**config.mk**
```make
export PLATFORM = sky130hd
export DESIGN_NAME = ifu_flat
export DESIGN_NICKNAME = d
export VERILOG_FILES = /design/src/rtl/mem_pkg.sv /design/src/rtl/axi_lite_if.sv /design/src/rtl/ifu.sv /design/src/flat_wrapper.sv
export SDC_FILE = /design/constraint.sdc
export NUM_CORES = 1
export LEC_CHECK = 0
export BUFFER_PORTS_ARGS = -buffer_cell sky130_fd_sc_hd__buf_2
export CAP_MARGIN = 20
export CORE_ASPECT_RATIO = 0.8
export CORE_MARGIN = 5
export CORE_UTILIZATION = 44
export CTS_CLUSTER_DIAMETER = 150
export DETAILED_ROUTE_END_ITERATION = 16
export GPL_ROUTABILITY_DRIVEN = 0
export PLACE_DENSITY = 0.85
export SLEW_MARGIN = 30
export SYNTH_ARGS = -nofsm -noshare
export SYNTH_HDL_FRONTEND = slang
export SYNTH_SLANG_ARGS = --single-unit
```
**constraint.sdc**
```tcl
create_clock -name clk -period 3.8 [get_ports clk]
set_input_delay 0.38 -clock clk [delete_from_list [all_inputs] [get_ports clk]]
set_output_delay 0.38 -clock clk [all_outputs]
set_load 0.005 [all_outputs]
```
**src/rtl/mem_pkg.sv**
```systemverilog
package mem_pkg;

	localparam int ADDR_W   = 32;
	localparam int DATA_W   = 32;
	localparam int REGS_DIG = 5; // register index width

	// load kind from execute
	typedef enum logic [2:0] {
		LD_NONE = 3'd0,
		LD_B    = 3'd1,
		LD_H    = 3'd2,
		LD_W    = 3'd3,
		LD_BU   = 3'd4,
		LD_HU   = 3'd5
	} load_op_e;

	// store kind from execute
	typedef enum logic [1:0] {
		ST_NONE = 2'd0,
		ST_B    = 2'd1,
		ST_H    = 2'd2,
		ST_W    = 2'd3
	} store_op_e;

	// AXI response codes, only the two the SRAM uses
	typedef enum logic [1:0] {
		RESP_OKAY   = 2'b00,
		RESP_SLVERR = 2'b10
	} resp_e;

	// rides along from execute to writeback untouched
	typedef struct packed {
		logic [REGS_DIG-1:0] rd;
		logic                reg_write;
	} wb_tag_t;

endpackage
```
**src/rtl/axi_lite_if.sv**
```systemverilog
`timescale 1ns/1ps

interface axi_lite_if;

	logic [mem_pkg::ADDR_W-1:0]   araddr;
	logic                         arvalid;
	logic                         arready;

	logic [mem_pkg::DATA_W-1:0]   rdata;
	mem_pkg::resp_e               rresp;
	logic                         rvalid;
	logic                         rready;

	logic [mem_pkg::ADDR_W-1:0]   awaddr;
	logic                         awvalid;
	logic                         awready;

	logic [mem_pkg::DATA_W-1:0]   wdata;
	logic [mem_pkg::DATA_W/8-1:0] wstrb; // one bit per byte lane
	logic                         wvalid;
	logic                         wready;

	mem_pkg::resp_e               bresp;
	logic                         bvalid;
	logic                         bready;

	modport master (
		output araddr, arvalid, rready, awaddr, awvalid, wdata, wstrb, wvalid, bready,
		input  arready, rdata, rresp, rvalid, awready, wready, bresp, bvalid
	);

	modport slave (
		input  araddr, arvalid, rready, awaddr, awvalid, wdata, wstrb, wvalid, bready,
		output arready, rdata, rresp, rvalid, awready, wready, bresp, bvalid
	);

endinterface

```
**src/rtl/ifu.sv**
```systemverilog
`timescale 1ns/1ps

module ifu (
	input  logic                       clk,
	input  logic                       rst,
	input  logic                       fetch_valid,
	input  logic [mem_pkg::ADDR_W-1:0] fetch_pc,
	output logic                       fetch_ready,
	output logic                       inst_valid,
	output logic [mem_pkg::DATA_W-1:0] inst,
	output logic                       inst_fault,
	axi_lite_if.master                 bus
);

	typedef enum logic [1:0] {S_IDLE, S_WAIT_AR, S_WAIT_R} state_e;

	state_e                     state_q;
	logic                       idle, accept;
	logic [mem_pkg::ADDR_W-1:0] pc_q;

	assign idle        = state_q == S_IDLE;
	assign fetch_ready = idle && !inst_valid; // still busy in the pulse cycle
	assign accept      = fetch_valid && fetch_ready;

	assign bus.araddr  = idle ? {fetch_pc[mem_pkg::ADDR_W-1:2], 2'b00} : pc_q;
	assign bus.arvalid = (state_q == S_WAIT_AR) || accept;
	assign bus.rready  = state_q == S_WAIT_R;

	// read only master
	assign bus.awaddr  = '0;
	assign bus.awvalid = 1'b0;
	assign bus.wdata   = '0;
	assign bus.wstrb   = '0;
	assign bus.wvalid  = 1'b0;
	assign bus.bready  = 1'b0;

	always_ff @(posedge clk) begin
		if (rst) begin
			state_q    <= S_IDLE;
			inst_valid <= 1'b0;
		end else begin
			inst_valid <= bus.rvalid && bus.rready;
			case (state_q)
				S_IDLE:    if (accept) state_q <= bus.arready ? S_WAIT_R : S_WAIT_AR;
				S_WAIT_AR: if (bus.arready) state_q <= S_WAIT_R;
				S_WAIT_R:  if (bus.rvalid) state_q <= S_IDLE;
				default:   state_q <= S_IDLE;
			endcase
		end
	end

	always_ff @(posedge clk) begin
		if (accept)
			pc_q <= {fetch_pc[mem_pkg::ADDR_W-1:2], 2'b00};
		if (bus.rvalid && bus.rready) begin
			inst       <= bus.rdata;
			inst_fault <= bus.rresp != mem_pkg::RESP_OKAY;
		end
	end

endmodule

```
**src/flat_wrapper.sv**
```systemverilog
// flat-port wrapper written by rule: the top's interface ports become plain ports
module ifu_flat 
  (clk, rst, fetch_valid, fetch_pc, fetch_ready, inst_valid, inst, inst_fault, bus_araddr, bus_arvalid, bus_rready, bus_awaddr, bus_awvalid, bus_wdata, bus_wstrb, bus_wvalid, bus_bready, bus_arready, bus_rdata, bus_rresp, bus_rvalid, bus_awready, bus_wready, bus_bresp, bus_bvalid);
  axi_lite_if bus_i ();
  input  logic clk;
  input  logic rst;
  input  logic fetch_valid;
  input  logic [mem_pkg::ADDR_W-1:0] fetch_pc;
  output logic fetch_ready;
  output logic inst_valid;
  output logic [mem_pkg::DATA_W-1:0] inst;
  output logic inst_fault;
  output wire logic [$bits(bus_i.araddr)-1:0] bus_araddr;
  output wire logic [$bits(bus_i.arvalid)-1:0] bus_arvalid;
  output wire logic [$bits(bus_i.rready)-1:0] bus_rready;
  output wire logic [$bits(bus_i.awaddr)-1:0] bus_awaddr;
  output wire logic [$bits(bus_i.awvalid)-1:0] bus_awvalid;
  output wire logic [$bits(bus_i.wdata)-1:0] bus_wdata;
  output wire logic [$bits(bus_i.wstrb)-1:0] bus_wstrb;
  output wire logic [$bits(bus_i.wvalid)-1:0] bus_wvalid;
  output wire logic [$bits(bus_i.bready)-1:0] bus_bready;
  input wire logic [$bits(bus_i.arready)-1:0] bus_arready;
  input wire logic [$bits(bus_i.rdata)-1:0] bus_rdata;
  input wire logic [$bits(bus_i.rresp)-1:0] bus_rresp;
  input wire logic [$bits(bus_i.rvalid)-1:0] bus_rvalid;
  input wire logic [$bits(bus_i.awready)-1:0] bus_awready;
  input wire logic [$bits(bus_i.wready)-1:0] bus_wready;
  input wire logic [$bits(bus_i.bresp)-1:0] bus_bresp;
  input wire logic [$bits(bus_i.bvalid)-1:0] bus_bvalid;
  assign bus_araddr = bus_i.araddr;
  assign bus_arvalid = bus_i.arvalid;
  assign bus_rready = bus_i.rready;
  assign bus_awaddr = bus_i.awaddr;
  assign bus_awvalid = bus_i.awvalid;
  assign bus_wdata = bus_i.wdata;
  assign bus_wstrb = bus_i.wstrb;
  assign bus_wvalid = bus_i.wvalid;
  assign bus_bready = bus_i.bready;
  assign bus_i.arready = bus_arready;
  assign bus_i.rdata = bus_rdata;
  assign bus_i.rresp = bus_rresp;
  assign bus_i.rvalid = bus_rvalid;
  assign bus_i.awready = bus_awready;
  assign bus_i.wready = bus_wready;
  assign bus_i.bresp = bus_bresp;
  assign bus_i.bvalid = bus_bvalid;
  ifu u_core (.clk(clk), .rst(rst), .fetch_valid(fetch_valid), .fetch_pc(fetch_pc), .fetch_ready(fetch_ready), .inst_valid(inst_valid), .inst(inst), .inst_fault(inst_fault), .bus(bus_i));
endmodule
```
==> flow_summary_export.csv <==
group,metric,value,unit
run_status,run_status,"finished, final reports clean",
cells_and_area,mostFrequentLayoutCell,"buf_2",
sta,period_minus_slack,2.54,ns
critical_path,crit_path_end_kind,"primary output",
sta,finClkSkew,0.00385,ns
global_routing,grt_max_degree,35,
sta,hold_violations,0,
clock_tree,cts_buffers,9,
yosys,ys_top_cells_by_area,"edfxtp_1 62%, buf_4 18%, mux2_4 14%",
power,leakage,0.00181,uW
power,peakVddDrop,0.277,mV
clock_tree,cts_max_path_buffers,2,
floorplanning,dieArea,0.00877,mm^2
yosys,synth_area,0.00307,mm^2
clock_tree,clock-sinks,66,
routing,vias_per_cell,4.03,
power,pwr-share-comb,0.129,
critical_path,cp_num_buf_inv,2,
place,dp.cells,409,
power,powerDensity,451,mW/mm^2
floorplanning,boundaryPins,216,
power,p_int,1330,uW
cells_and_area,multi_input_area,803,um^2
clock_tree,path_clk_slew,0.07,ns
place,port_buffers,135,
sta,worst_slew_pin_slew,0.636,ns
yosys,ys_ff_latch,66,
yosys,synth_top_cell_by_area,"edfxtp_1",
global_routing,gr-total-overflow,0,
floorplanning,start_util,0.448,
cells_and_area,stdcell_count,425,
yosys,synthMuxAreaShare,0.145,
global_routing,grt_usage,0.133,
run,drv_cap,0,
cells_and_area,ff_latch_area,0.00195,mm^2
critical_path,slowest_stage,"nor2_4",
routing,drtAntennaViolNets,0,
routing,drt_iter0_drc,6,
floorplanning,core_area,0.00686,mm^2
yosys,yosysSeqAreaShare,0.635,
yosys,synth_cell_types,20,
power,switching_share,0.224,
power,clkPwrFrac,0.374,
yosys,synth_compound_area_frac,0.00448,
critical_path,slowest_delay,0.54,ns
clock_tree,clock_latency,0.33,ns
sta,fmax,0.393,GHz
critical_path,crit_fanout,16,
yosys,yosys.area_share.simple,0.0224,
yosys,synth_top_family_by_area,"buffers and inverters",
clock_tree,htreeDepth,3,
critical_path,worstSetupPathType,"register to primary output",
cells_and_area,final_cell_mix,"135 x buf_2, 73 x conb_1, 63 x edfxtp_1",
cells_and_area,area_growth,23.2,%
global_routing,grt_pass1_wl,8780,um
critical_path,cp-start-kind,"register",
clock_tree,cts_hold_buf,0,
clock_tree,cts.repair.resized,0,
clock_tree,cts_tree,"done",
sta,slew_headroom,0.575,
power,p_sw,383,uW
place,hpwlAfterDp,4920,um
sta,holdWs,0.220,ns
power,total_power,1710,uW
yosys,yosys.area_share.adder,0,
power,pwr-share-seq,0.497,
routing,wl_per_cell,14.6,um
yosys,synth_xor_area_frac,0,
floorplanning,die_w,103,um
sta,post-route-period-util,0.670,
sta,rsz0062_at_grt,"no",
cells_and_area,n_fill_cell,596,
routing,drt_pre_antenna_iters,2,
global_routing,grt_pass1_vias,1754,
global_routing,grt_antenna_before_repair,0,
place,dp_slack,1.58,ns
clock_tree,cts-root-buf,"clkbuf_8",
routing,drt_drc_violations_left,0,
routing,via_count,1714,
sta,setup_tns,0,ns
cells_and_area,nNetsFinal,409,
cells_and_area,drive_gt1_frac,0.550,
cells_and_area,antenna_cells,0,
sta,worst_slack,1.26,ns
floorplanning,die_y,84.8,um
critical_path,critical-path-top-delay-family,"simple AND/OR/NAND/NOR gates",
floorplanning,rows,27,
yosys,yosysWarningCount,0,
critical_path,required,3.42,ns
critical_path,cp_data_arrival_time,2.16,ns
yosys,synth_top_area_share,0.615,
worst_hold_path,hp-class,"primary input to register",
routing,wirelength,6200,um
clock_tree,cts_setup_buffers,0,
yosys,syn_area_per_cell,16.4,um^2
yosys,netlist_instances,188,
critical_path,path_cells,"nor2_4 -> buf_4 -> mux2_2 -> buf_2",
sta,setup_viol_count_final,0,
sta,drv_slew,0,
## kinds of logic (layout without fill, tap and decap cells)
kind of cell	Yosys count	count (layout)
buffers and inverters	78	156
AO/OA/AOI/OAI	2	2
other	1	73
flip-flops	66	66
AND/OR/NAND/NOR	11	11
multiplexers	30	30
## layout make-up
class                      instances  area share
sequential                        66       0.515
multi-input combinational        116       0.212
timing repair buffer             138       0.184
clock buffer                      10      0.0337
tap                               87      0.0287
clock inverter                     6      0.0238
inverter                           2     0.00198
## cells in the mapped netlist
library cell,n
buf_4,73
nor4_1,1
nor2b_2,1
or2_2,1
dfxtp_1,3
nor2_4,1
and2_1,1
nor3_1,1
nor2_1,2
mux2_4,29
and3_1,1
inv_1,2
conb_1,1
buf_6,3
a21oi_1,1
nand2_1,1
mux2_2,1
and2b_1,1
edfxtp_1,63
o41ai_1,1
## worst register-to-register path: stages (launching register included)
cell,delay (ns)
dfxtp_1,0.38
nor2_4,0.54
and3_1,0.49
buf_4,0.39
## path summary, 6_finish.rpt
check	depth (start not counted)	endpoint	startpoint	slack (ns)
setup reg to reg	3	u_core.pc_q[22]	u_core.state_q[1]	1.67
hold reg to reg	1	u_core.state_q[0]	u_core.state_q[1]	0.60
setup / recovery	4	bus_araddr[21]	u_core.state_q[1]	1.26
hold / removal	1	u_core.inst[8]	bus_rdata[8]	0.22
## flip-flops by register name (all words and copies together) (netlist names)
| name | flops |
|---|---|
| u_core.pc_q | 30 |
| u_core.inst_fault | 1 |
| u_core.inst | 32 |
| u_core.state_q | 2 |
| u_core.inst_valid | 1 |
## stage by stage
stage                      util  cell area (um^2)
after floorplan               -              3340
after global placement    0.521              3570
after detailed placement  0.521              3570
after CTS                 0.552              3790
after global routing      0.552              3790
final                     0.552              3790
## layer usage
| layer | global-route usage | up-vias | share of wire |
|---|---|---|---|
| li1 | - | 807 | - |
| met4 | 0.0424 | 0 | 0.010 |
| met1 | 0.143 | 808 | 0.35 |
| met5 | 0 | - | 0 |
| met2 | 0.238 | 93 | 0.54 |
| met3 | 0.0465 | 6 | 0.10 |
## power groups by stage
stage               combinational, uW  clock [uW]  sequential [uW]
floorplan                         179           0              865
global placement                  214           0              864
detailed placement                221           0              866
CTS                               222         663              850
global route                      242         697              853
finish                            220         639              850
(Power assumes the default switching activity.)
