<file path="src/rtl/mem_pkg.sv">
package mem_pkg;

	localparam int ADDR_W   = 32;
	localparam int DATA_W   = 32;
	localparam int REGS_DIG = 5; // register index width

	// load kind from execute
	typedef enum logic [2:0] {
		LD_NONE = 3'd0,
		LD_B    = 3'd1,
		LD_H    = 3'd2,
		LD_W    = 3'd3,
		LD_BU   = 3'd4,
		LD_HU   = 3'd5
	} load_op_e;

	// store kind from execute
	typedef enum logic [1:0] {
		ST_NONE = 2'd0,
		ST_B    = 2'd1,
		ST_H    = 2'd2,
		ST_W    = 2'd3
	} store_op_e;

	// AXI response codes, only the two the SRAM uses
	typedef enum logic [1:0] {
		RESP_OKAY   = 2'b00,
		RESP_SLVERR = 2'b10
	} resp_e;

	// rides along from execute to writeback untouched
	typedef struct packed {
		logic [REGS_DIG-1:0] rd;
		logic                reg_write;
	} wb_tag_t;

endpackage
</file>
<file path="src/rtl/axi_lite_if.sv">
`timescale 1ns/1ps

interface axi_lite_if;

	logic [mem_pkg::ADDR_W-1:0]   araddr;
	logic                         arvalid;
	logic                         arready;

	logic [mem_pkg::DATA_W-1:0]   rdata;
	mem_pkg::resp_e               rresp;
	logic                         rvalid;
	logic                         rready;

	logic [mem_pkg::ADDR_W-1:0]   awaddr;
	logic                         awvalid;
	logic                         awready;

	logic [mem_pkg::DATA_W-1:0]   wdata;
	logic [mem_pkg::DATA_W/8-1:0] wstrb; // one bit per byte lane
	logic                         wvalid;
	logic                         wready;

	mem_pkg::resp_e               bresp;
	logic                         bvalid;
	logic                         bready;

	modport master (
		output araddr, arvalid, rready, awaddr, awvalid, wdata, wstrb, wvalid, bready,
		input  arready, rdata, rresp, rvalid, awready, wready, bresp, bvalid
	);

	modport slave (
		input  araddr, arvalid, rready, awaddr, awvalid, wdata, wstrb, wvalid, bready,
		output arready, rdata, rresp, rvalid, awready, wready, bresp, bvalid
	);

endinterface

</file>
<file path="src/rtl/lsu.sv">
`timescale 1ns/1ps

module lsu (
	input  logic                       clk,
	input  logic                       rst,
	input  logic                       req_valid,
	input  mem_pkg::load_op_e          req_load,
	input  mem_pkg::store_op_e         req_store,
	input  logic [mem_pkg::ADDR_W-1:0] req_addr,
	input  logic [mem_pkg::DATA_W-1:0] req_wdata,
	input  mem_pkg::wb_tag_t           req_tag,
	output logic                       req_ready,
	output logic                       wb_valid,
	output logic [mem_pkg::DATA_W-1:0] wb_result,
	output mem_pkg::wb_tag_t           wb_tag,
	output logic                       wb_fault,
	input  logic                       wb_ready,
	axi_lite_if.master                 bus
);

	typedef enum logic [2:0] {
		S_IDLE, S_WAIT_AR, S_WAIT_AW_W, S_WAIT_AW,
		S_WAIT_W, S_WAIT_R, S_WAIT_B, S_WAIT_WB
	} state_e;

	state_e state_q, state_d, aw_w_next;

	logic                         is_load, is_store, idle;
	logic [mem_pkg::DATA_W-1:0]   st_data, ld_ext;
	logic [mem_pkg::DATA_W/8-1:0] st_strb;
	logic [7:0]                   ld_byte;
	logic [15:0]                  ld_half;

	logic [mem_pkg::ADDR_W-1:0]   addr_q;
	mem_pkg::load_op_e            load_q;
	logic [mem_pkg::DATA_W-1:0]   wdata_q, result_q;
	logic [mem_pkg::DATA_W/8-1:0] wstrb_q;
	mem_pkg::wb_tag_t             tag_q;
	logic                         fault_q;

	assign is_load  = req_load != mem_pkg::LD_NONE;
	assign is_store = req_store != mem_pkg::ST_NONE;
	assign idle     = state_q == S_IDLE;

	assign req_ready = idle;

	// lane placement, low address bits pick the byte or half
	always_comb begin
		case (req_store)
			mem_pkg::ST_B: begin
				st_data = mem_pkg::DATA_W'(req_wdata[7:0]) << {req_addr[1:0], 3'b000};
				st_strb = 4'b0001 << req_addr[1:0];
			end
			mem_pkg::ST_H: begin
				st_data = mem_pkg::DATA_W'(req_wdata[15:0]) << {req_addr[1], 4'b0000};
				st_strb = 4'b0011 << {req_addr[1], 1'b0};
			end
			mem_pkg::ST_W: begin
				st_data = req_wdata;
				st_strb = 4'b1111;
			end
			default: begin
				st_data = '0;
				st_strb = '0;
			end
		endcase
	end

	// address phase starts in the accept cycle, later from the registers
	assign bus.araddr  = idle ? req_addr : addr_q;
	assign bus.awaddr  = idle ? req_addr : addr_q;
	assign bus.wdata   = idle ? st_data : wdata_q;
	assign bus.wstrb   = idle ? st_strb : wstrb_q;
	assign bus.arvalid = (state_q == S_WAIT_AR) || (idle && req_valid && is_load);
	assign bus.awvalid = (state_q == S_WAIT_AW_W) || (state_q == S_WAIT_AW) ||
		(idle && req_valid && !is_load && is_store);
	assign bus.wvalid  = (state_q == S_WAIT_AW_W) || (state_q == S_WAIT_W) ||
		(idle && req_valid && !is_load && is_store);
	assign bus.rready  = state_q == S_WAIT_R;
	assign bus.bready  = state_q == S_WAIT_B;

	// aw and w may land in either order
	always_comb begin
		case ({bus.awready, bus.wready})
			2'b11:   aw_w_next = S_WAIT_B;
			2'b10:   aw_w_next = S_WAIT_W;
			2'b01:   aw_w_next = S_WAIT_AW;
			default: aw_w_next = S_WAIT_AW_W;
		endcase
	end

	always_comb begin
		state_d = state_q;
		case (state_q)
			S_IDLE: if (req_valid) begin
				if (is_load)
					state_d = bus.arready ? S_WAIT_R : S_WAIT_AR;
				else if (is_store)
					state_d = aw_w_next;
				else
					state_d = S_WAIT_WB;
			end
			S_WAIT_AR:   if (bus.arready) state_d = S_WAIT_R;
			S_WAIT_AW_W: state_d = aw_w_next;
			S_WAIT_AW:   if (bus.awready) state_d = S_WAIT_B;
			S_WAIT_W:    if (bus.wready) state_d = S_WAIT_B;
			S_WAIT_R:    if (bus.rvalid) state_d = S_WAIT_WB;
			S_WAIT_B:    if (bus.bvalid) state_d = S_WAIT_WB;
			S_WAIT_WB:   if (wb_ready) state_d = S_IDLE;
			default:     state_d = S_IDLE;
		endcase
	end

	always_ff @(posedge clk) begin
		if (rst)
			state_q <= S_IDLE;
		else
			state_q <= state_d;
	end

	// pick the addressed lane and extend it
	assign ld_byte = bus.rdata[{addr_q[1:0], 3'b000} +: 8];
	assign ld_half = addr_q[1] ? bus.rdata[31:16] : bus.rdata[15:0];

	always_comb begin
		case (load_q)
			mem_pkg::LD_B:  ld_ext = {{24{ld_byte[7]}}, ld_byte};
			mem_pkg::LD_BU: ld_ext = {24'b0, ld_byte};
			mem_pkg::LD_H:  ld_ext = {{16{ld_half[15]}}, ld_half};
			mem_pkg::LD_HU: ld_ext = {16'b0, ld_half};
			default:        ld_ext = bus.rdata;
		endcase
	end

	always_ff @(posedge clk) begin
		if (req_valid && req_ready) begin
			addr_q   <= req_addr;
			load_q   <= req_load;
			wdata_q  <= st_data;
			wstrb_q  <= st_strb;
			tag_q    <= req_tag;
			result_q <= req_addr; // non-memory result
			fault_q  <= 1'b0;
		end else if (bus.rvalid && bus.rready) begin
			result_q <= (bus.rresp == mem_pkg::RESP_OKAY) ? ld_ext : '0;
			fault_q  <= bus.rresp != mem_pkg::RESP_OKAY;
		end else if (bus.bvalid && bus.bready) begin
			fault_q <= bus.bresp != mem_pkg::RESP_OKAY;
		end
	end

	assign wb_valid  = state_q == S_WAIT_WB;
	assign wb_result = result_q;
	assign wb_tag    = tag_q;
	assign wb_fault  = fault_q;

endmodule

</file>
<file path="src/flat_wrapper.sv">
// flat-port wrapper written by rule: the top's interface ports become plain ports
module lsu_flat 
  (clk, rst, req_valid, req_load, req_store, req_addr, req_wdata, req_tag, req_ready, wb_valid, wb_result, wb_tag, wb_fault, wb_ready, bus_araddr, bus_arvalid, bus_rready, bus_awaddr, bus_awvalid, bus_wdata, bus_wstrb, bus_wvalid, bus_bready, bus_arready, bus_rdata, bus_rresp, bus_rvalid, bus_awready, bus_wready, bus_bresp, bus_bvalid);
  axi_lite_if bus_i ();
  input  logic clk;
  input  logic rst;
  input  logic req_valid;
  input  mem_pkg::load_op_e req_load;
  input  mem_pkg::store_op_e req_store;
  input  logic [mem_pkg::ADDR_W-1:0] req_addr;
  input  logic [mem_pkg::DATA_W-1:0] req_wdata;
  input  mem_pkg::wb_tag_t req_tag;
  output logic req_ready;
  output logic wb_valid;
  output logic [mem_pkg::DATA_W-1:0] wb_result;
  output mem_pkg::wb_tag_t wb_tag;
  output logic wb_fault;
  input  logic wb_ready;
  output wire logic [$bits(bus_i.araddr)-1:0] bus_araddr;
  output wire logic [$bits(bus_i.arvalid)-1:0] bus_arvalid;
  output wire logic [$bits(bus_i.rready)-1:0] bus_rready;
  output wire logic [$bits(bus_i.awaddr)-1:0] bus_awaddr;
  output wire logic [$bits(bus_i.awvalid)-1:0] bus_awvalid;
  output wire logic [$bits(bus_i.wdata)-1:0] bus_wdata;
  output wire logic [$bits(bus_i.wstrb)-1:0] bus_wstrb;
  output wire logic [$bits(bus_i.wvalid)-1:0] bus_wvalid;
  output wire logic [$bits(bus_i.bready)-1:0] bus_bready;
  input wire logic [$bits(bus_i.arready)-1:0] bus_arready;
  input wire logic [$bits(bus_i.rdata)-1:0] bus_rdata;
  input wire logic [$bits(bus_i.rresp)-1:0] bus_rresp;
  input wire logic [$bits(bus_i.rvalid)-1:0] bus_rvalid;
  input wire logic [$bits(bus_i.awready)-1:0] bus_awready;
  input wire logic [$bits(bus_i.wready)-1:0] bus_wready;
  input wire logic [$bits(bus_i.bresp)-1:0] bus_bresp;
  input wire logic [$bits(bus_i.bvalid)-1:0] bus_bvalid;
  assign bus_araddr = bus_i.araddr;
  assign bus_arvalid = bus_i.arvalid;
  assign bus_rready = bus_i.rready;
  assign bus_awaddr = bus_i.awaddr;
  assign bus_awvalid = bus_i.awvalid;
  assign bus_wdata = bus_i.wdata;
  assign bus_wstrb = bus_i.wstrb;
  assign bus_wvalid = bus_i.wvalid;
  assign bus_bready = bus_i.bready;
  assign bus_i.arready = bus_arready;
  assign bus_i.rdata = bus_rdata;
  assign bus_i.rresp = bus_rresp;
  assign bus_i.rvalid = bus_rvalid;
  assign bus_i.awready = bus_awready;
  assign bus_i.wready = bus_wready;
  assign bus_i.bresp = bus_bresp;
  assign bus_i.bvalid = bus_bvalid;
  lsu u_core (.clk(clk), .rst(rst), .req_valid(req_valid), .req_load(req_load), .req_store(req_store), .req_addr(req_addr), .req_wdata(req_wdata), .req_tag(req_tag), .req_ready(req_ready), .wb_valid(wb_valid), .wb_result(wb_result), .wb_tag(wb_tag), .wb_fault(wb_fault), .wb_ready(wb_ready), .bus(bus_i));
endmodule
</file>
<file path="config.mk">
export PLATFORM = sky130hd
export DESIGN_NAME = lsu_flat
export DESIGN_NICKNAME = d
export VERILOG_FILES = /design/src/rtl/mem_pkg.sv /design/src/rtl/axi_lite_if.sv /design/src/rtl/lsu.sv /design/src/flat_wrapper.sv
export SDC_FILE = /design/constraint.sdc
export NUM_CORES = 1
export LEC_CHECK = 0
export BUFFER_PORTS_ARGS = -buffer_cell sky130_fd_sc_hd__buf_2
export CORE_MARGIN = 2
export CORE_UTILIZATION = 53
export DETAILED_ROUTE_END_ITERATION = 12
export GPL_TIMING_DRIVEN = 0
export HOLD_SLACK_MARGIN = 0.15
export PLACE_DENSITY = 0.95
export SKIP_CTS_REPAIR_TIMING = 1
export SYNTH_ARGS = -nofsm -noshare
export SYNTH_HDL_FRONTEND = slang
export SYNTH_SLANG_ARGS = --single-unit
</file>
<file path="constraint.sdc">
create_clock -name clk -period 5.4 [get_ports clk]
set_input_delay 0.27 -clock clk [delete_from_list [all_inputs] [get_ports clk]]
set_output_delay 0.27 -clock clk [all_outputs]
set_load 0.01 [all_outputs]
</file>
==> results.py <==
metrics = {
    "placement": {
        "post-place-cells": 1034,
        "place.gp.congestion": 0.922,
        "place_area_um2": 7970,
        "dp_slack_ns": 2.81,
        "port_buffers": 263,
        "dpl.hpwl_um": 14800,
    },
    "route": {
        "drt_first_pass_iters": 6,
        "finalWirelength_um": 22200,
        "viasPerCell": 5.97,
        "drtIter0Drc": 776,
        "vias": 6600,
        "drc": 0,
        "antenna_left": 0,
        "wire_per_inst_um": 20.1,
    },
    "timing": {
        "setup_viol": 0,
        "fmax_ghz": 0.355,
        "worst_pin_slew_ns": 0.848,
        "period_minus_slack_ns": 2.82,
        "max-slew-margin-rel": 0.433,
        "hold_viol_final": 0,
        "setup_tns_ns": 0,
        "period_share": 0.522,
        "drv_slew": 0,
        "rsz0062_at_grt": "false",
        "layout_setup_ws_ns": 2.58,
        "worst_clock_skew_ns": 0.00612,
    },
    "synthesis": {
        "yosysWarnings": 0,
        "synthesis.instances": 623,
        "netlist.area_leader.share": 0.508,
        "synth_area_per_cell_um2": 10.4,
        "yosysSeqAreaShare": 0.520,
        "yosysTopAreaCell": "edfxtp_1",
        "synthFlopType": "edfxtp_1",
        "synth_edf_count": 109,
        "synth-seq-cells": 113,
        "yosys-top-cells-area": "edfxtp_1 (51%), nand2_1 (8.9%), mux2_2 (8.2%), buf_4 (4.3%), a22o_1 (3.3%)",
        "syn_area_um2": 6450,
        "synth-async-reset-ratio": 0,
        "netlist-cell-type-count": 54,
        "synth_fp_nets": 743,
    },
    "setup_path": {
        "crit_arrival_ns": 2.55,
        "crit_chain": "buf_6, or3_1, buf_2, inv_4, buf_6, buf_4, buf_2, nand2_1, nand2_1, buf_4, buf_2",
        "path_max_fanout": 10,
        "cp-end-kind": "output pin",
        "critPathKind": "reg2out",
        "crit_path_max_incr_delay_ns": 0.36,
        "required_ns": 5.13,
        "cp_slowest_cell": "or3_1",
        "cpMostUsedCell": "buf_2",
        "crit_path_start_kind": "flop",
    },
    "min_path": {
        "hp-class": "in2reg",
    },
    "clock_tree": {
        "clk_latency_ns": 0.41,
        "cts_buffer_depth": 2,
        "htreeDepth": 4,
        "cts_buffers": 17,
        "cts_sinks": 113,
        "cts_tree": "done",
        "cts_root_buffer": "clkbuf_16",
        "path_clk_slew_ns": 0.05,
    },
    "die": {
        "start_util": 0.539,
        "core_um2": 12000,
        "ioPinCount": 266,
        "rows": 40,
        "die-area_um2": 13100,
        "die_w_um": 114,
        "die_y_um": 114,
    },
    "finish": {
        "final_cells": 1106,
        "area_delta_synth_final_pct": 38.8,
        "design_area_um2": 8950,
        "nets": 1066,
        "layout_common_cells": "buf_2 (272), nand2_1 (152), edfxtp_1 (109), mux2_2 (47), nor2_1 (42)",
        "final_common_cell": "buf_2",
        "final_util": 0.748,
        "drive_above_1_share": 0.422,
    },
    "grt": {
        "grt_pass1_wl_um": 29500,
        "antenna_found_initial": 2,
        "overflow": 0,
        "grt_pass1_vias": 5660,
        "grt_max_degree": 46,
        "grt_use_total": 0.297,
    },
    "run_status": {
        "status": "finished clean",
    },
    "job": {
        "cap_viol_max_count": 0,
    },
    "power": {
        "powerDensity_nw_per_um2": 613,
        "power_leakage_uw": 0.00406,
        "vdd_drop_max_v": 0.000327,
    },
}
[path summary, 6_finish.rpt]
| kind | slack (ns) | to | cells after the start | start |
|---|---|---|---|---|
| hold reg to reg | 0.64 | u_core.wb_fault | 3 | u_core.wb_fault |
| hold / removal | 0.18 | u_core.addr_q[0] | 1 | req_addr[0] |
| setup / recovery | 2.58 | bus_awaddr[20] | 11 | u_core.state_q[2] |
| setup reg to reg | 2.95 | u_core.wb_result[4] | 10 | u_core.state_q[2] |
[cells by family (layout without fill, tap and decap cells)]
group,after synthesis,in the layout,synth area share
mux,53,53,0.0953
simple gates,233,233,0.153
buf+inv,87,422,0.0799
flops,113,113,0.520
xor+xnor,2,2,0.00272
other cells,0,1,0
compound gates,135,135,0.149
[worst max-delay path: cells and delay by family (launching register included)]
family | cells | cell delay [ns]
DFF | 1 | 0.30
buffers and inverters | 8 | 1.24
and+or+nand+nor | 3 | 0.61
[per-stage QoR]
stage | total power [µW] | hold slack (ns)
floorplan | 3220 | 0.339
global placement | 4190 | 0.447
detailed placement | 4280 | 0.452
CTS | 5400 | 0.0293
global route | 5770 | 0.184
finish | 5490 | 0.176
[layout make-up]
class / count / area [µm²]
Multi-Input combinational cell: 423 / 2580
Tap cell: 147 / 184
Sequential cell: 113 / 3350
Timing Repair Buffer: 304 / 1740
Antenna cell: 1 / 2.50
Inverter: 16 / 67.6
Clock inverter: 13 / 145
Clock buffer: 18 / 429
Fill cell: 723 / 3010
Buffer: 71 / 450
[routing by layer]
| layer | wire [µm] | track usage | up-vias |
|---|---|---|---|
| met2 | 11200 | 0.523 | 565 |
| met5 | 0 | 0 | - |
| met4 | 1140 | 0.143 | 0 |
| met1 | 7500 | 0.344 | 3049 |
| met3 | 2380 | 0.0667 | 111 |
| li1 | - | - | 2875 |
[registers in the layout (all words and copies together) (netlist names)]
register and flops:
u_core.load_q 3, u_core.state_q 3, u_core.wb_tag 6, u_core.wb_result 32, u_core.wdata_q 32, u_core.addr_q 32, u_core.wstrb_q 4, u_core.wb_fault 1
[report_power, final]
part           internal (µW)  leakage (µW)  total [µW]  switching (µW)
logic                   1230       0.00271        2970            1740
registers               1330       0.00107        1420            88.3
clock network            714      0.000276        1100             389
total                   3270       0.00406        5490            2220
[cell usage after synthesis, types with 5 or more instances]
cell type / count
a21oi_1: 12
a222oi_1: 8
a22o_1: 24
a31oi_1: 9
and2_1: 11
buf_2: 10
buf_4: 37
clkbuf_1: 20
edfxtp_1: 109
inv_1: 14
mux2_2: 47
nand2_1: 153
nand2b_1: 5
nor2_1: 42
o21ai_0: 37
o22a_1: 8
o22ai_1: 7
o31ai_1: 8
Power figures use the tool's default switching activity.
