`src/rtl/mem_pkg.sv`:
```
package mem_pkg;

	localparam int ADDR_W   = 32;
	localparam int DATA_W   = 32;
	localparam int REGS_DIG = 5; // register index width

	// load kind from execute
	typedef enum logic [2:0] {
		LD_NONE = 3'd0,
		LD_B    = 3'd1,
		LD_H    = 3'd2,
		LD_W    = 3'd3,
		LD_BU   = 3'd4,
		LD_HU   = 3'd5
	} load_op_e;

	// store kind from execute
	typedef enum logic [1:0] {
		ST_NONE = 2'd0,
		ST_B    = 2'd1,
		ST_H    = 2'd2,
		ST_W    = 2'd3
	} store_op_e;

	// AXI response codes, only the two the SRAM uses
	typedef enum logic [1:0] {
		RESP_OKAY   = 2'b00,
		RESP_SLVERR = 2'b10
	} resp_e;

	// rides along from execute to writeback untouched
	typedef struct packed {
		logic [REGS_DIG-1:0] rd;
		logic                reg_write;
	} wb_tag_t;

endpackage
```
`src/rtl/axi_lite_if.sv`:
```
`timescale 1ns/1ps

interface axi_lite_if;

	logic [mem_pkg::ADDR_W-1:0]   araddr;
	logic                         arvalid;
	logic                         arready;

	logic [mem_pkg::DATA_W-1:0]   rdata;
	mem_pkg::resp_e               rresp;
	logic                         rvalid;
	logic                         rready;

	logic [mem_pkg::ADDR_W-1:0]   awaddr;
	logic                         awvalid;
	logic                         awready;

	logic [mem_pkg::DATA_W-1:0]   wdata;
	logic [mem_pkg::DATA_W/8-1:0] wstrb; // one bit per byte lane
	logic                         wvalid;
	logic                         wready;

	mem_pkg::resp_e               bresp;
	logic                         bvalid;
	logic                         bready;

	modport master (
		output araddr, arvalid, rready, awaddr, awvalid, wdata, wstrb, wvalid, bready,
		input  arready, rdata, rresp, rvalid, awready, wready, bresp, bvalid
	);

	modport slave (
		input  araddr, arvalid, rready, awaddr, awvalid, wdata, wstrb, wvalid, bready,
		output arready, rdata, rresp, rvalid, awready, wready, bresp, bvalid
	);

endinterface

```
`src/rtl/axi_arbiter.sv`:
```
`timescale 1ns/1ps

module axi_arbiter (
	input  logic       clk,
	input  logic       rst,
	axi_lite_if.slave  m0, // lsu
	axi_lite_if.slave  m1, // ifu
	axi_lite_if.master s
);

	logic locked_q, owner_q, last_q;
	logic req0, req1, gnt, sel, active, g0, g1, done;

	assign req0 = m0.arvalid || m0.awvalid;
	assign req1 = m1.arvalid || m1.awvalid;

	// round robin, the one not served last wins a tie
	assign gnt    = (req0 && req1) ? !last_q : req1;
	assign sel    = locked_q ? owner_q : gnt;
	assign active = locked_q || req0 || req1;
	assign g0     = active && !sel;
	assign g1     = active && sel;

	// requests from the owner
	assign s.araddr  = sel ? m1.araddr : m0.araddr;
	assign s.arvalid = sel ? m1.arvalid : m0.arvalid;
	assign s.rready  = sel ? m1.rready : m0.rready;
	assign s.awaddr  = sel ? m1.awaddr : m0.awaddr;
	assign s.awvalid = sel ? m1.awvalid : m0.awvalid;
	assign s.wdata   = sel ? m1.wdata : m0.wdata;
	assign s.wstrb   = sel ? m1.wstrb : m0.wstrb;
	assign s.wvalid  = sel ? m1.wvalid : m0.wvalid;
	assign s.bready  = sel ? m1.bready : m0.bready;

	// readys and responses only to the owner
	assign m0.arready = g0 && s.arready;
	assign m0.awready = g0 && s.awready;
	assign m0.wready  = g0 && s.wready;
	assign m0.rvalid  = g0 && s.rvalid;
	assign m0.bvalid  = g0 && s.bvalid;
	assign m0.rdata   = s.rdata;
	assign m0.rresp   = s.rresp;
	assign m0.bresp   = s.bresp;

	assign m1.arready = g1 && s.arready;
	assign m1.awready = g1 && s.awready;
	assign m1.wready  = g1 && s.wready;
	assign m1.rvalid  = g1 && s.rvalid;
	assign m1.bvalid  = g1 && s.bvalid;
	assign m1.rdata   = s.rdata;
	assign m1.rresp   = s.rresp;
	assign m1.bresp   = s.bresp;

	assign done = locked_q && ((s.rvalid && s.rready) || (s.bvalid && s.bready));

	always_ff @(posedge clk) begin
		if (rst) begin
			locked_q <= 1'b0;
			owner_q  <= 1'b0;
			last_q   <= 1'b1; // counts as ifu so lsu goes first
		end else if (!locked_q && (req0 || req1)) begin
			locked_q <= 1'b1;
			owner_q  <= gnt;
		end else if (done) begin
			locked_q <= 1'b0;
			last_q   <= owner_q;
		end
	end

endmodule

```
`src/flat_wrapper.sv`:
```
// flat-port wrapper written by rule: the top's interface ports become plain ports
module axi_arbiter_flat 
  (clk, rst, m0_araddr, m0_arvalid, m0_rready, m0_awaddr, m0_awvalid, m0_wdata, m0_wstrb, m0_wvalid, m0_bready, m0_arready, m0_rdata, m0_rresp, m0_rvalid, m0_awready, m0_wready, m0_bresp, m0_bvalid, m1_araddr, m1_arvalid, m1_rready, m1_awaddr, m1_awvalid, m1_wdata, m1_wstrb, m1_wvalid, m1_bready, m1_arready, m1_rdata, m1_rresp, m1_rvalid, m1_awready, m1_wready, m1_bresp, m1_bvalid, s_araddr, s_arvalid, s_rready, s_awaddr, s_awvalid, s_wdata, s_wstrb, s_wvalid, s_bready, s_arready, s_rdata, s_rresp, s_rvalid, s_awready, s_wready, s_bresp, s_bvalid);
  axi_lite_if m0_i ();
  axi_lite_if m1_i ();
  axi_lite_if s_i ();
  input  logic clk;
  input  logic rst;
  input wire logic [$bits(m0_i.araddr)-1:0] m0_araddr;
  input wire logic [$bits(m0_i.arvalid)-1:0] m0_arvalid;
  input wire logic [$bits(m0_i.rready)-1:0] m0_rready;
  input wire logic [$bits(m0_i.awaddr)-1:0] m0_awaddr;
  input wire logic [$bits(m0_i.awvalid)-1:0] m0_awvalid;
  input wire logic [$bits(m0_i.wdata)-1:0] m0_wdata;
  input wire logic [$bits(m0_i.wstrb)-1:0] m0_wstrb;
  input wire logic [$bits(m0_i.wvalid)-1:0] m0_wvalid;
  input wire logic [$bits(m0_i.bready)-1:0] m0_bready;
  output wire logic [$bits(m0_i.arready)-1:0] m0_arready;
  output wire logic [$bits(m0_i.rdata)-1:0] m0_rdata;
  output wire logic [$bits(m0_i.rresp)-1:0] m0_rresp;
  output wire logic [$bits(m0_i.rvalid)-1:0] m0_rvalid;
  output wire logic [$bits(m0_i.awready)-1:0] m0_awready;
  output wire logic [$bits(m0_i.wready)-1:0] m0_wready;
  output wire logic [$bits(m0_i.bresp)-1:0] m0_bresp;
  output wire logic [$bits(m0_i.bvalid)-1:0] m0_bvalid;
  input wire logic [$bits(m1_i.araddr)-1:0] m1_araddr;
  input wire logic [$bits(m1_i.arvalid)-1:0] m1_arvalid;
  input wire logic [$bits(m1_i.rready)-1:0] m1_rready;
  input wire logic [$bits(m1_i.awaddr)-1:0] m1_awaddr;
  input wire logic [$bits(m1_i.awvalid)-1:0] m1_awvalid;
  input wire logic [$bits(m1_i.wdata)-1:0] m1_wdata;
  input wire logic [$bits(m1_i.wstrb)-1:0] m1_wstrb;
  input wire logic [$bits(m1_i.wvalid)-1:0] m1_wvalid;
  input wire logic [$bits(m1_i.bready)-1:0] m1_bready;
  output wire logic [$bits(m1_i.arready)-1:0] m1_arready;
  output wire logic [$bits(m1_i.rdata)-1:0] m1_rdata;
  output wire logic [$bits(m1_i.rresp)-1:0] m1_rresp;
  output wire logic [$bits(m1_i.rvalid)-1:0] m1_rvalid;
  output wire logic [$bits(m1_i.awready)-1:0] m1_awready;
  output wire logic [$bits(m1_i.wready)-1:0] m1_wready;
  output wire logic [$bits(m1_i.bresp)-1:0] m1_bresp;
  output wire logic [$bits(m1_i.bvalid)-1:0] m1_bvalid;
  output wire logic [$bits(s_i.araddr)-1:0] s_araddr;
  output wire logic [$bits(s_i.arvalid)-1:0] s_arvalid;
  output wire logic [$bits(s_i.rready)-1:0] s_rready;
  output wire logic [$bits(s_i.awaddr)-1:0] s_awaddr;
  output wire logic [$bits(s_i.awvalid)-1:0] s_awvalid;
  output wire logic [$bits(s_i.wdata)-1:0] s_wdata;
  output wire logic [$bits(s_i.wstrb)-1:0] s_wstrb;
  output wire logic [$bits(s_i.wvalid)-1:0] s_wvalid;
  output wire logic [$bits(s_i.bready)-1:0] s_bready;
  input wire logic [$bits(s_i.arready)-1:0] s_arready;
  input wire logic [$bits(s_i.rdata)-1:0] s_rdata;
  input wire logic [$bits(s_i.rresp)-1:0] s_rresp;
  input wire logic [$bits(s_i.rvalid)-1:0] s_rvalid;
  input wire logic [$bits(s_i.awready)-1:0] s_awready;
  input wire logic [$bits(s_i.wready)-1:0] s_wready;
  input wire logic [$bits(s_i.bresp)-1:0] s_bresp;
  input wire logic [$bits(s_i.bvalid)-1:0] s_bvalid;
  assign m0_i.araddr = m0_araddr;
  assign m0_i.arvalid = m0_arvalid;
  assign m0_i.rready = m0_rready;
  assign m0_i.awaddr = m0_awaddr;
  assign m0_i.awvalid = m0_awvalid;
  assign m0_i.wdata = m0_wdata;
  assign m0_i.wstrb = m0_wstrb;
  assign m0_i.wvalid = m0_wvalid;
  assign m0_i.bready = m0_bready;
  assign m0_arready = m0_i.arready;
  assign m0_rdata = m0_i.rdata;
  assign m0_rresp = m0_i.rresp;
  assign m0_rvalid = m0_i.rvalid;
  assign m0_awready = m0_i.awready;
  assign m0_wready = m0_i.wready;
  assign m0_bresp = m0_i.bresp;
  assign m0_bvalid = m0_i.bvalid;
  assign m1_i.araddr = m1_araddr;
  assign m1_i.arvalid = m1_arvalid;
  assign m1_i.rready = m1_rready;
  assign m1_i.awaddr = m1_awaddr;
  assign m1_i.awvalid = m1_awvalid;
  assign m1_i.wdata = m1_wdata;
  assign m1_i.wstrb = m1_wstrb;
  assign m1_i.wvalid = m1_wvalid;
  assign m1_i.bready = m1_bready;
  assign m1_arready = m1_i.arready;
  assign m1_rdata = m1_i.rdata;
  assign m1_rresp = m1_i.rresp;
  assign m1_rvalid = m1_i.rvalid;
  assign m1_awready = m1_i.awready;
  assign m1_wready = m1_i.wready;
  assign m1_bresp = m1_i.bresp;
  assign m1_bvalid = m1_i.bvalid;
  assign s_araddr = s_i.araddr;
  assign s_arvalid = s_i.arvalid;
  assign s_rready = s_i.rready;
  assign s_awaddr = s_i.awaddr;
  assign s_awvalid = s_i.awvalid;
  assign s_wdata = s_i.wdata;
  assign s_wstrb = s_i.wstrb;
  assign s_wvalid = s_i.wvalid;
  assign s_bready = s_i.bready;
  assign s_i.arready = s_arready;
  assign s_i.rdata = s_rdata;
  assign s_i.rresp = s_rresp;
  assign s_i.rvalid = s_rvalid;
  assign s_i.awready = s_awready;
  assign s_i.wready = s_wready;
  assign s_i.bresp = s_bresp;
  assign s_i.bvalid = s_bvalid;
  axi_arbiter u_core (.clk(clk), .rst(rst), .m0(m0_i), .m1(m1_i), .s(s_i));
endmodule
```
`config.mk`:
```
export PLATFORM = sky130hd
export DESIGN_NAME = axi_arbiter_flat
export DESIGN_NICKNAME = d
export VERILOG_FILES = /design/src/rtl/mem_pkg.sv /design/src/rtl/axi_lite_if.sv /design/src/rtl/axi_arbiter.sv /design/src/flat_wrapper.sv
export SDC_FILE = /design/constraint.sdc
export NUM_CORES = 1
export LEC_CHECK = 0
export BUFFER_PORTS_ARGS = -buffer_cell sky130_fd_sc_hd__buf_2
export CAP_MARGIN = 20
export CORE_AREA = 2 2 171 173
export CTS_CLUSTER_SIZE = 24
export DETAILED_ROUTE_END_ITERATION = 12
export DIE_AREA = 0 0 173 175
export GPL_TIMING_DRIVEN = 0
export PLACE_DENSITY = 0.31
export SYNTH_ARGS = -nofsm -noshare
export SYNTH_HDL_FRONTEND = slang
export SYNTH_SLANG_ARGS = --single-unit
export TNS_END_PERCENT = 50
```
`constraint.sdc`:
```
create_clock -name clk -period 2.6 [get_ports clk]
set_input_delay 0.13 -clock clk [delete_from_list [all_inputs] [get_ports clk]]
set_output_delay 0.13 -clock clk [all_outputs]
set_load 0.005 [all_outputs]
```
==> results by group, run 1 <==
Outcome
  – Status: complete, no violations

Timing
  – Maximum clock frequency: approximately 420 MHz
  – Worst Skew: between 0.002 and 0.0025 ns
  – Slew HR: 0.6919
  – Fin crit share: 0.9217
  – Worst Tran Pin Value: 0.4605 ns
  – Slew Viols, Final: 0
  – # setup viols final: 0
  – RSZ-0062 raised after global routing: no
  – Hold Vio Cnt, Final: 0
  – Setup_tns: 0 ns
  – Clock period minus worst slack: 2.397 ns
  – Final setup margin: between 0.2 and 0.25 ns

Synthesis
  – Synth Net Count: between 400 and 500
  – Synthesized instance count: 230
  – Yosys Warn Count: 0
  – Mean Syn Cell Area: around 9 um^2
  – Register area share after synthesis: 0.02895
  – Netlist cell types: 20
  – Synth top area cells: mux2_2 (56%), buf_4 (26%), and2_1 (3.0%)
  – Synth top area share: 0.5645
  – Post-synthesis register bit count: 3
  – Mapped Area: approximately 2100 um^2
  – Area leader, netlist: mux2_2

Place
  – Placed Instances: 1,017
  – Post-DP HPWL: 10.33 mm
  – Port bufs: between 400 and 500
  – GPL Wtd Cong: 0.7514
  – Post-place setup slack: just over 0.3 ns

Min path
  – Hold Path Class: in -> reg

Route
  – Final WL: approximately 11 mm
  – Antenna Nets Post-Route: 0
  – # DRC: 0
  – Routed len/inst: 11.18 um
  – DRT iter0 DRCs: 54
  – Pre-antenna DRT Iters: 4
  – Number of vias per cell: 3.019
  – Total number of vias: about 3,000

Clocking
  – Clk slew on worst S/H paths: around 0.030 ns
  – Clk sinks: 3
  – Post-cts resize count: 0
  – TritonCTS Buffers: 3
  – Htree depth: 1
  – Clk_lat worst skew: about 0.22 ns
  – Post-CTS Hold Fix Bufs: 0
  – Post-CTS setup buffer count: 0
  – TritonCTS clock tree: built
  – Bufs on Longest Clock Path: 2
  – CTS root buf: clkbuf_16

Floorplan
  – Die ar.: 30,280 um^2
  – Number of core rows: 62
  – Die extent in x: about 170 um
  – Starting density of the core: 0.07307
  – Total core area: roughly 28,000 um^2
  – Die height: between 150 and 200 um
  – Number of top-level design ports: 440

Pwr
  – VDD IR max: between 0.15 and 0.2 mV
  – Power per cell area: 288.0 nW/um^2
  – Static leakage: 2.550 nW

Worst setup path
  – Top delay family on crit path: buffers and inverters
  – CP bufs+invs: 4
  – Critical path fanouts, max: 10
  – Max incr delay on CP: between 0.4 and 0.5 ns
  – Required time at the worst-slack endpoint: 2.47 ns
  – Worst Path Class, Setup: reg -> out
  – Crit path cell chain: buf_4 -> o31ai_4 -> buf_2 -> buf_2 -> mux2_2 -> buf_2
  – Worst setup SP type: register
  – CP endpoint kind: output pin
  – Cell mode on critical path: buf_2
  – Slowest CP cell: mux2_2
  – Crit path DAT: around 2.3 ns

Cells and area
  – P&R area growth vs syn: 124.2%
  – Seq. cell area: around 60 um^2
  – Fillers: between 3,000 and 4,000
  – Layout net count: 891
  – Post-route insts no fill: approximately 1,000
  – Share of layout cells above drive strength 1: 0.9388
  – Inserted Diodes: 0
  – Area occupied by multi-input gates: ~1400 um^2

Global routing
  – Gr usage total: 0.06651
  – Largest net degree at the start of global routing: 11
  – Initial antenna violation count: 0
  – GRT overflow: 0
  – Vias in the first global route: around 3,000
  – First-pass GRT wire length: approximately 16 mm

Job
  – # Max-Cap Violations: 0
==> worst paths after layout <==
kind | startpoint | endpoint | slack [ns] | depth (start not counted)
max | u_core.locked_q$_SDFFE_PP0P_ | s_araddr[27] | 0.20 | 6
min | rst | u_core.last_q$_SDFFE_PP1P_ | 0.17 | 2
max reg2reg | u_core.last_q$_SDFFE_PP1P_ | u_core.last_q$_SDFFE_PP1P_ | 0.86 | 5
min reg2reg | u_core.last_q$_SDFFE_PP1P_ | u_core.last_q$_SDFFE_PP1P_ | 0.51 | 1
==> placed cells by master, fill, tap and decap left out, drive strengths merged, types with 2 or more instances in the layout <==
cell type	instances
nor2	5
dfxtp	3
clkbuf	4
mux2	104
buf	488
o21ai	2
and2	11
nand2	6
inv	2
or2	2
o21a	3
==> stage by stage <==
step                      hold WS [ns]  power (mW)  instance area (um^2)  utilization
after detailed placement        0.3923       1.109                  4572       0.1610
after floorplan                 0.2348      0.5977                  2074            -
after global placement          0.3835       1.126                  4572       0.1610
after global routing            0.1802       1.441                  4651       0.1638
after CTS                       0.1695       1.364                  4651       0.1638
final                           0.1721       1.339                  4651       0.1638
==> cells in the mapped netlist <==
library cell	number
mux2_2	104
nand2_1	6
o31ai_4	1
or2_0	1
o21ai_0	2
and2_2	1
inv_1	2
o311a_1	1
mux2i_1	1
and3_1	1
buf_2	12
dfxtp_1	3
o41ai_1	1
nor2_1	5
o21a_1	3
a221o_1	1
and2_1	10
buf_4	73
or2_2	1
nand3_1	1
==> logic make-up after synthesis <==
| kind of cell | Yosys count | synth area share |
|---|---|---|
| AND/OR/NAND/NOR | 26 | 0.06514 |
| multiplexers | 105 | 0.5694 |
| flip-flops | 3 | 0.02895 |
| buffers and inverters | 87 | 0.2967 |
| AO/OA/AOI/OAI | 9 | 0.03981 |
==> power breakdown <==
part / switching, mW / total, mW / internal, mW
Combinational: 0.407 / 1.04 / 0.631
Clock: 0.0430 / 0.245 / 0.202
Sequential: 0.00319 / 0.0557 / 0.0525
Total: 0.453 / 1.34 / 0.886
==> worst reg2reg max path, stage by stage, from the launching register on <==
cell and delay (ns):
dfxtp_1 0.30, o21a_1 0.15, o311a_1 0.36, o21a_1 0.21
or2_0 0.24, a221o_1 0.35
==> metal layers <==
layer,global-route usage,up-vias,wire (um)
met5,0,-,0
met4,0.006003,0,33
met3,0.01284,4,954
met2,0.1370,196,6416
met1,0.07131,1342,4008
li1,-,1540,-
==> layout make-up <==
type                       count  area share
tap                          384      0.1033
inverter                       2    0.001614
buffer                        85      0.1308
clock buffer                   4     0.01695
sequential                     3     0.01291
timing repair buffer         403      0.4337
multi-input combinational    140      0.3008
==> sequential cells by signal, summed over array words and instances, names as in the netlist <==
| register | cells |
|---|---|
| u_core.last_q | 1 |
| u_core.locked_q | 1 |
| u_core.owner_q | 1 |
Power figures use the tool's default switching activity.
==> inputs of run 2 (changes only) <==
--- a/config.mk
+++ b/config.mk
@@ -5,12 +5,13 @@
 export SDC_FILE = /design/constraint.sdc
 export NUM_CORES = 1
 export LEC_CHECK = 0
+export ABC_AREA = 1
 export BUFFER_PORTS_ARGS = -buffer_cell sky130_fd_sc_hd__buf_2
 export CAP_MARGIN = 20
-export CORE_AREA = 2 2 171 173
+export CORE_AREA = 2 2 170 172
 export CTS_CLUSTER_SIZE = 24
 export DETAILED_ROUTE_END_ITERATION = 12
-export DIE_AREA = 0 0 173 175
+export DIE_AREA = 0 0 172 174
 export GPL_TIMING_DRIVEN = 0
 export PLACE_DENSITY = 0.31
 export SYNTH_ARGS = -nofsm -noshare
==> results by group, run 2 <==
Timing
  – Clock period minus worst slack: ~2 ns
  – Worst Tran Pin Value: 0.5165 ns
  – Final setup margin: ~0.58 ns
  – Setup_tns: 0 ns
  – Worst Skew: about 0.00028 ns
  – Slew HR: 0.6556
  – Maximum clock frequency: roughly 490 MHz
  – Hold Vio Cnt, Final: 0
  – RSZ-0062 raised after global routing: no
  – Slew Viols, Final: 0
  – Fin crit share: 0.7775
  – # setup viols final: 0

Route
  – Number of vias per cell: between 3 and 4
  – DRT iter0 DRCs: between 70 and 80
  – Pre-antenna DRT Iters: 4
  – Antenna Nets Post-Route: 0
  – Final WL: between 15 and 20 mm
  – Met3 WL: 1.672 mm
  – DR top layer: met4
  – # DRC: 0
  – Met2 WL: just over 8 mm
  – Routed len/inst: roughly 13 um
  – Wl on met1: between 5 and 6 mm
  – Total number of vias: 3,959

Place
  – Post-DP HPWL: between 10 and 15 mm
  – Post-place setup slack: 0.7094 ns
  – GPL Wtd Cong: slightly above 0.7
  – Port bufs: about 400

Synthesis
  – Most common cell in the synthesized netlist: nand2_1
  – Post-synth EDFFs: 0
  – Netlist cell types: 18
  – Synthesized instance count: roughly 460
  – Post-synthesis register bit count: 3
  – Register area share after synthesis: 0.02776
  – Synth top area share: 0.5518
  – Mapped Area: 2163 um^2
  – Async set-or-reset flop fraction in the synthesized netlist: 0
  – Leading cell types by count after synthesis: nand2_1 (318), buf_4 (74), nor2_1 (12)
  – Yosys Warn Count: 0
  – Prevailing post-synth register cell: dfxtp_1
  – Synth Net Count: approximately 710
  – Area leader, netlist: nand2_1
  – Mean Syn Cell Area: roughly 4.8 um^2
  – Synth top area cells: nand2_1 (55%), buf_4 (26%), buf_6 (5.7%)

Global routing
  – Gr usage total: 0.09438
  – Vias in the first global route: roughly 3,800
  – GRT overflow: 0
  – Largest net degree at the start of global routing: 11
  – First-pass GRT wire length: about 21 mm
  – Initial antenna violation count: 0

Floorplan
  – Die ar.: 29,930 um^2
  – Total core area: between 20,000 and 30,000 um^2
  – Die height: ~170 um
  – Number of core rows: between 60 and 70
  – Die extent in x: 172 um
  – Starting density of the core: 0.07661
  – Number of top-level design ports: 440

Pwr
  – Power per cell area: between 200 and 300 nW/um^2
  – VDD IR max: approximately 0.15 mV
  – Static leakage: 3.172 nW

Clocking
  – Clk slew on worst S/H paths: 0.03 ns
  – TritonCTS Buffers: 3
  – Post-CTS setup buffer count: 0
  – Htree depth: 1
  – Clk_lat worst skew: around 0.23 ns
  – TritonCTS clock tree: built
  – Bufs on Longest Clock Path: 2
  – CTS root buf: clkbuf_16
  – Post-cts resize count: 0
  – Post-CTS Hold Fix Bufs: 0
  – Clk sinks: 3

Job
  – # Max-Cap Violations: 0

Cells and area
  – Biggest regs: u_core.last_q: 1 flops, u_core.locked_q: 1 flops, u_core.owner_q: 1 flops
  – Most frequent cells in the layout: buf_2 (411), nand2_1 (318), buf_4 (74), nor2_1 (12)
  – Share of layout cells above drive strength 1: 0.5847
  – Commonest non-fill, non-tap cell in the layout: buf_2
  – Inserted Diodes: 0
  – Seq. cell area: 60.06 um^2
  – P&R area growth vs syn: 119.1%
  – Fillers: around 3,400
  – Area occupied by multi-input gates: 1331 um^2
  – Layout net count: 1,116

Worst setup path
  – Crit path DAT: ~1.9 ns
  – Critical path fanouts, max: 10
  – CP bufs+invs: 3
  – Required time at the worst-slack endpoint: around 2.5 ns
  – R2R setup slack: between 1 and 1.5 ns
  – Slowest CP cell: buf_2
  – Worst setup SP type: register
  – Top delay family on crit path: buffers and inverters
  – Crit path cell chain: nand2_1 -> nand2_4 -> buf_4 -> buf_2 -> nand2_1 -> nand2_1 -> buf_2
  – Max incr delay on CP: 0.39 ns
  – CP endpoint kind: output pin
  – Cell mode on critical path: nand2_1
  – Worst Path Class, Setup: reg -> out

Min path
  – Hold Path Class: in -> reg

Outcome
  – Status: complete, no violations
run 2: changes by cell type after synthesis, moves of 7 or more:
cell,change
mux2_2,-104
inv_1,+9
nand2_1,+312
nor2_1,+7
and2_1,-8
buf_6,+11
run 2: cells by family after synthesis:
family          Yosys count  share of synthesized area
compound gates            4                    0.01099
flops                     3                    0.02776
simple gates            341                     0.6044
buf+inv                 107                     0.3569
run 2: metal layers:
metal  global-route usage  up-vias
met4              0.01401        0
met2               0.1919      247
met1              0.09843     1618
met3              0.02004        8
li1                     -     2086
met5                    0        -
run 2: power by group:
part,switching (mW),internal [mW],leakage (nW),total (mW)
sequential,0.00360,0.0508,0.0249,0.0544
combinational,0.536,0.526,3.11,1.06
clock,0.0486,0.203,0.0382,0.252
run 2: final timing paths:
check                                from                           to  depth (start not counted)
max reg2reg  u_core.locked_q$_SDFFE_PP0P_  u_core.owner_q$_SDFFE_PP0P_                          7
max          u_core.locked_q$_SDFFE_PP0P_                  s_awaddr[0]                          7
min reg2reg    u_core.last_q$_SDFFE_PP1P_   u_core.last_q$_SDFFE_PP1P_                          2
min                                   rst  u_core.owner_q$_SDFFE_PP0P_                          2
run 2: stage by stage:
stage          hold WS [ns]  instances  total power [mW]  utilization  instance area, um^2
2_1_floorplan        0.1924        455            0.5489            -                 2163
3_3_place_gp         0.3580       1242             1.159       0.1651                 4661
3_5_place_dp         0.3636       1242             1.150       0.1651                 4661
4_1_cts              0.1283       1246             1.410       0.1678                 4740
5_1_grt              0.1284       1246             1.524       0.1678                 4740
6_report             0.1147       1246             1.368       0.1678                 4740
run 2: final cells by class:
cell class	instances	area share
Multi-Input combinational cell	345	0.2809
Inverter	12	0.009504
Timing Repair Buffer	403	0.4256
Clock buffer	4	0.01663
Sequential cell	3	0.01267
Tap cell	384	0.1014
Buffer	95	0.1534
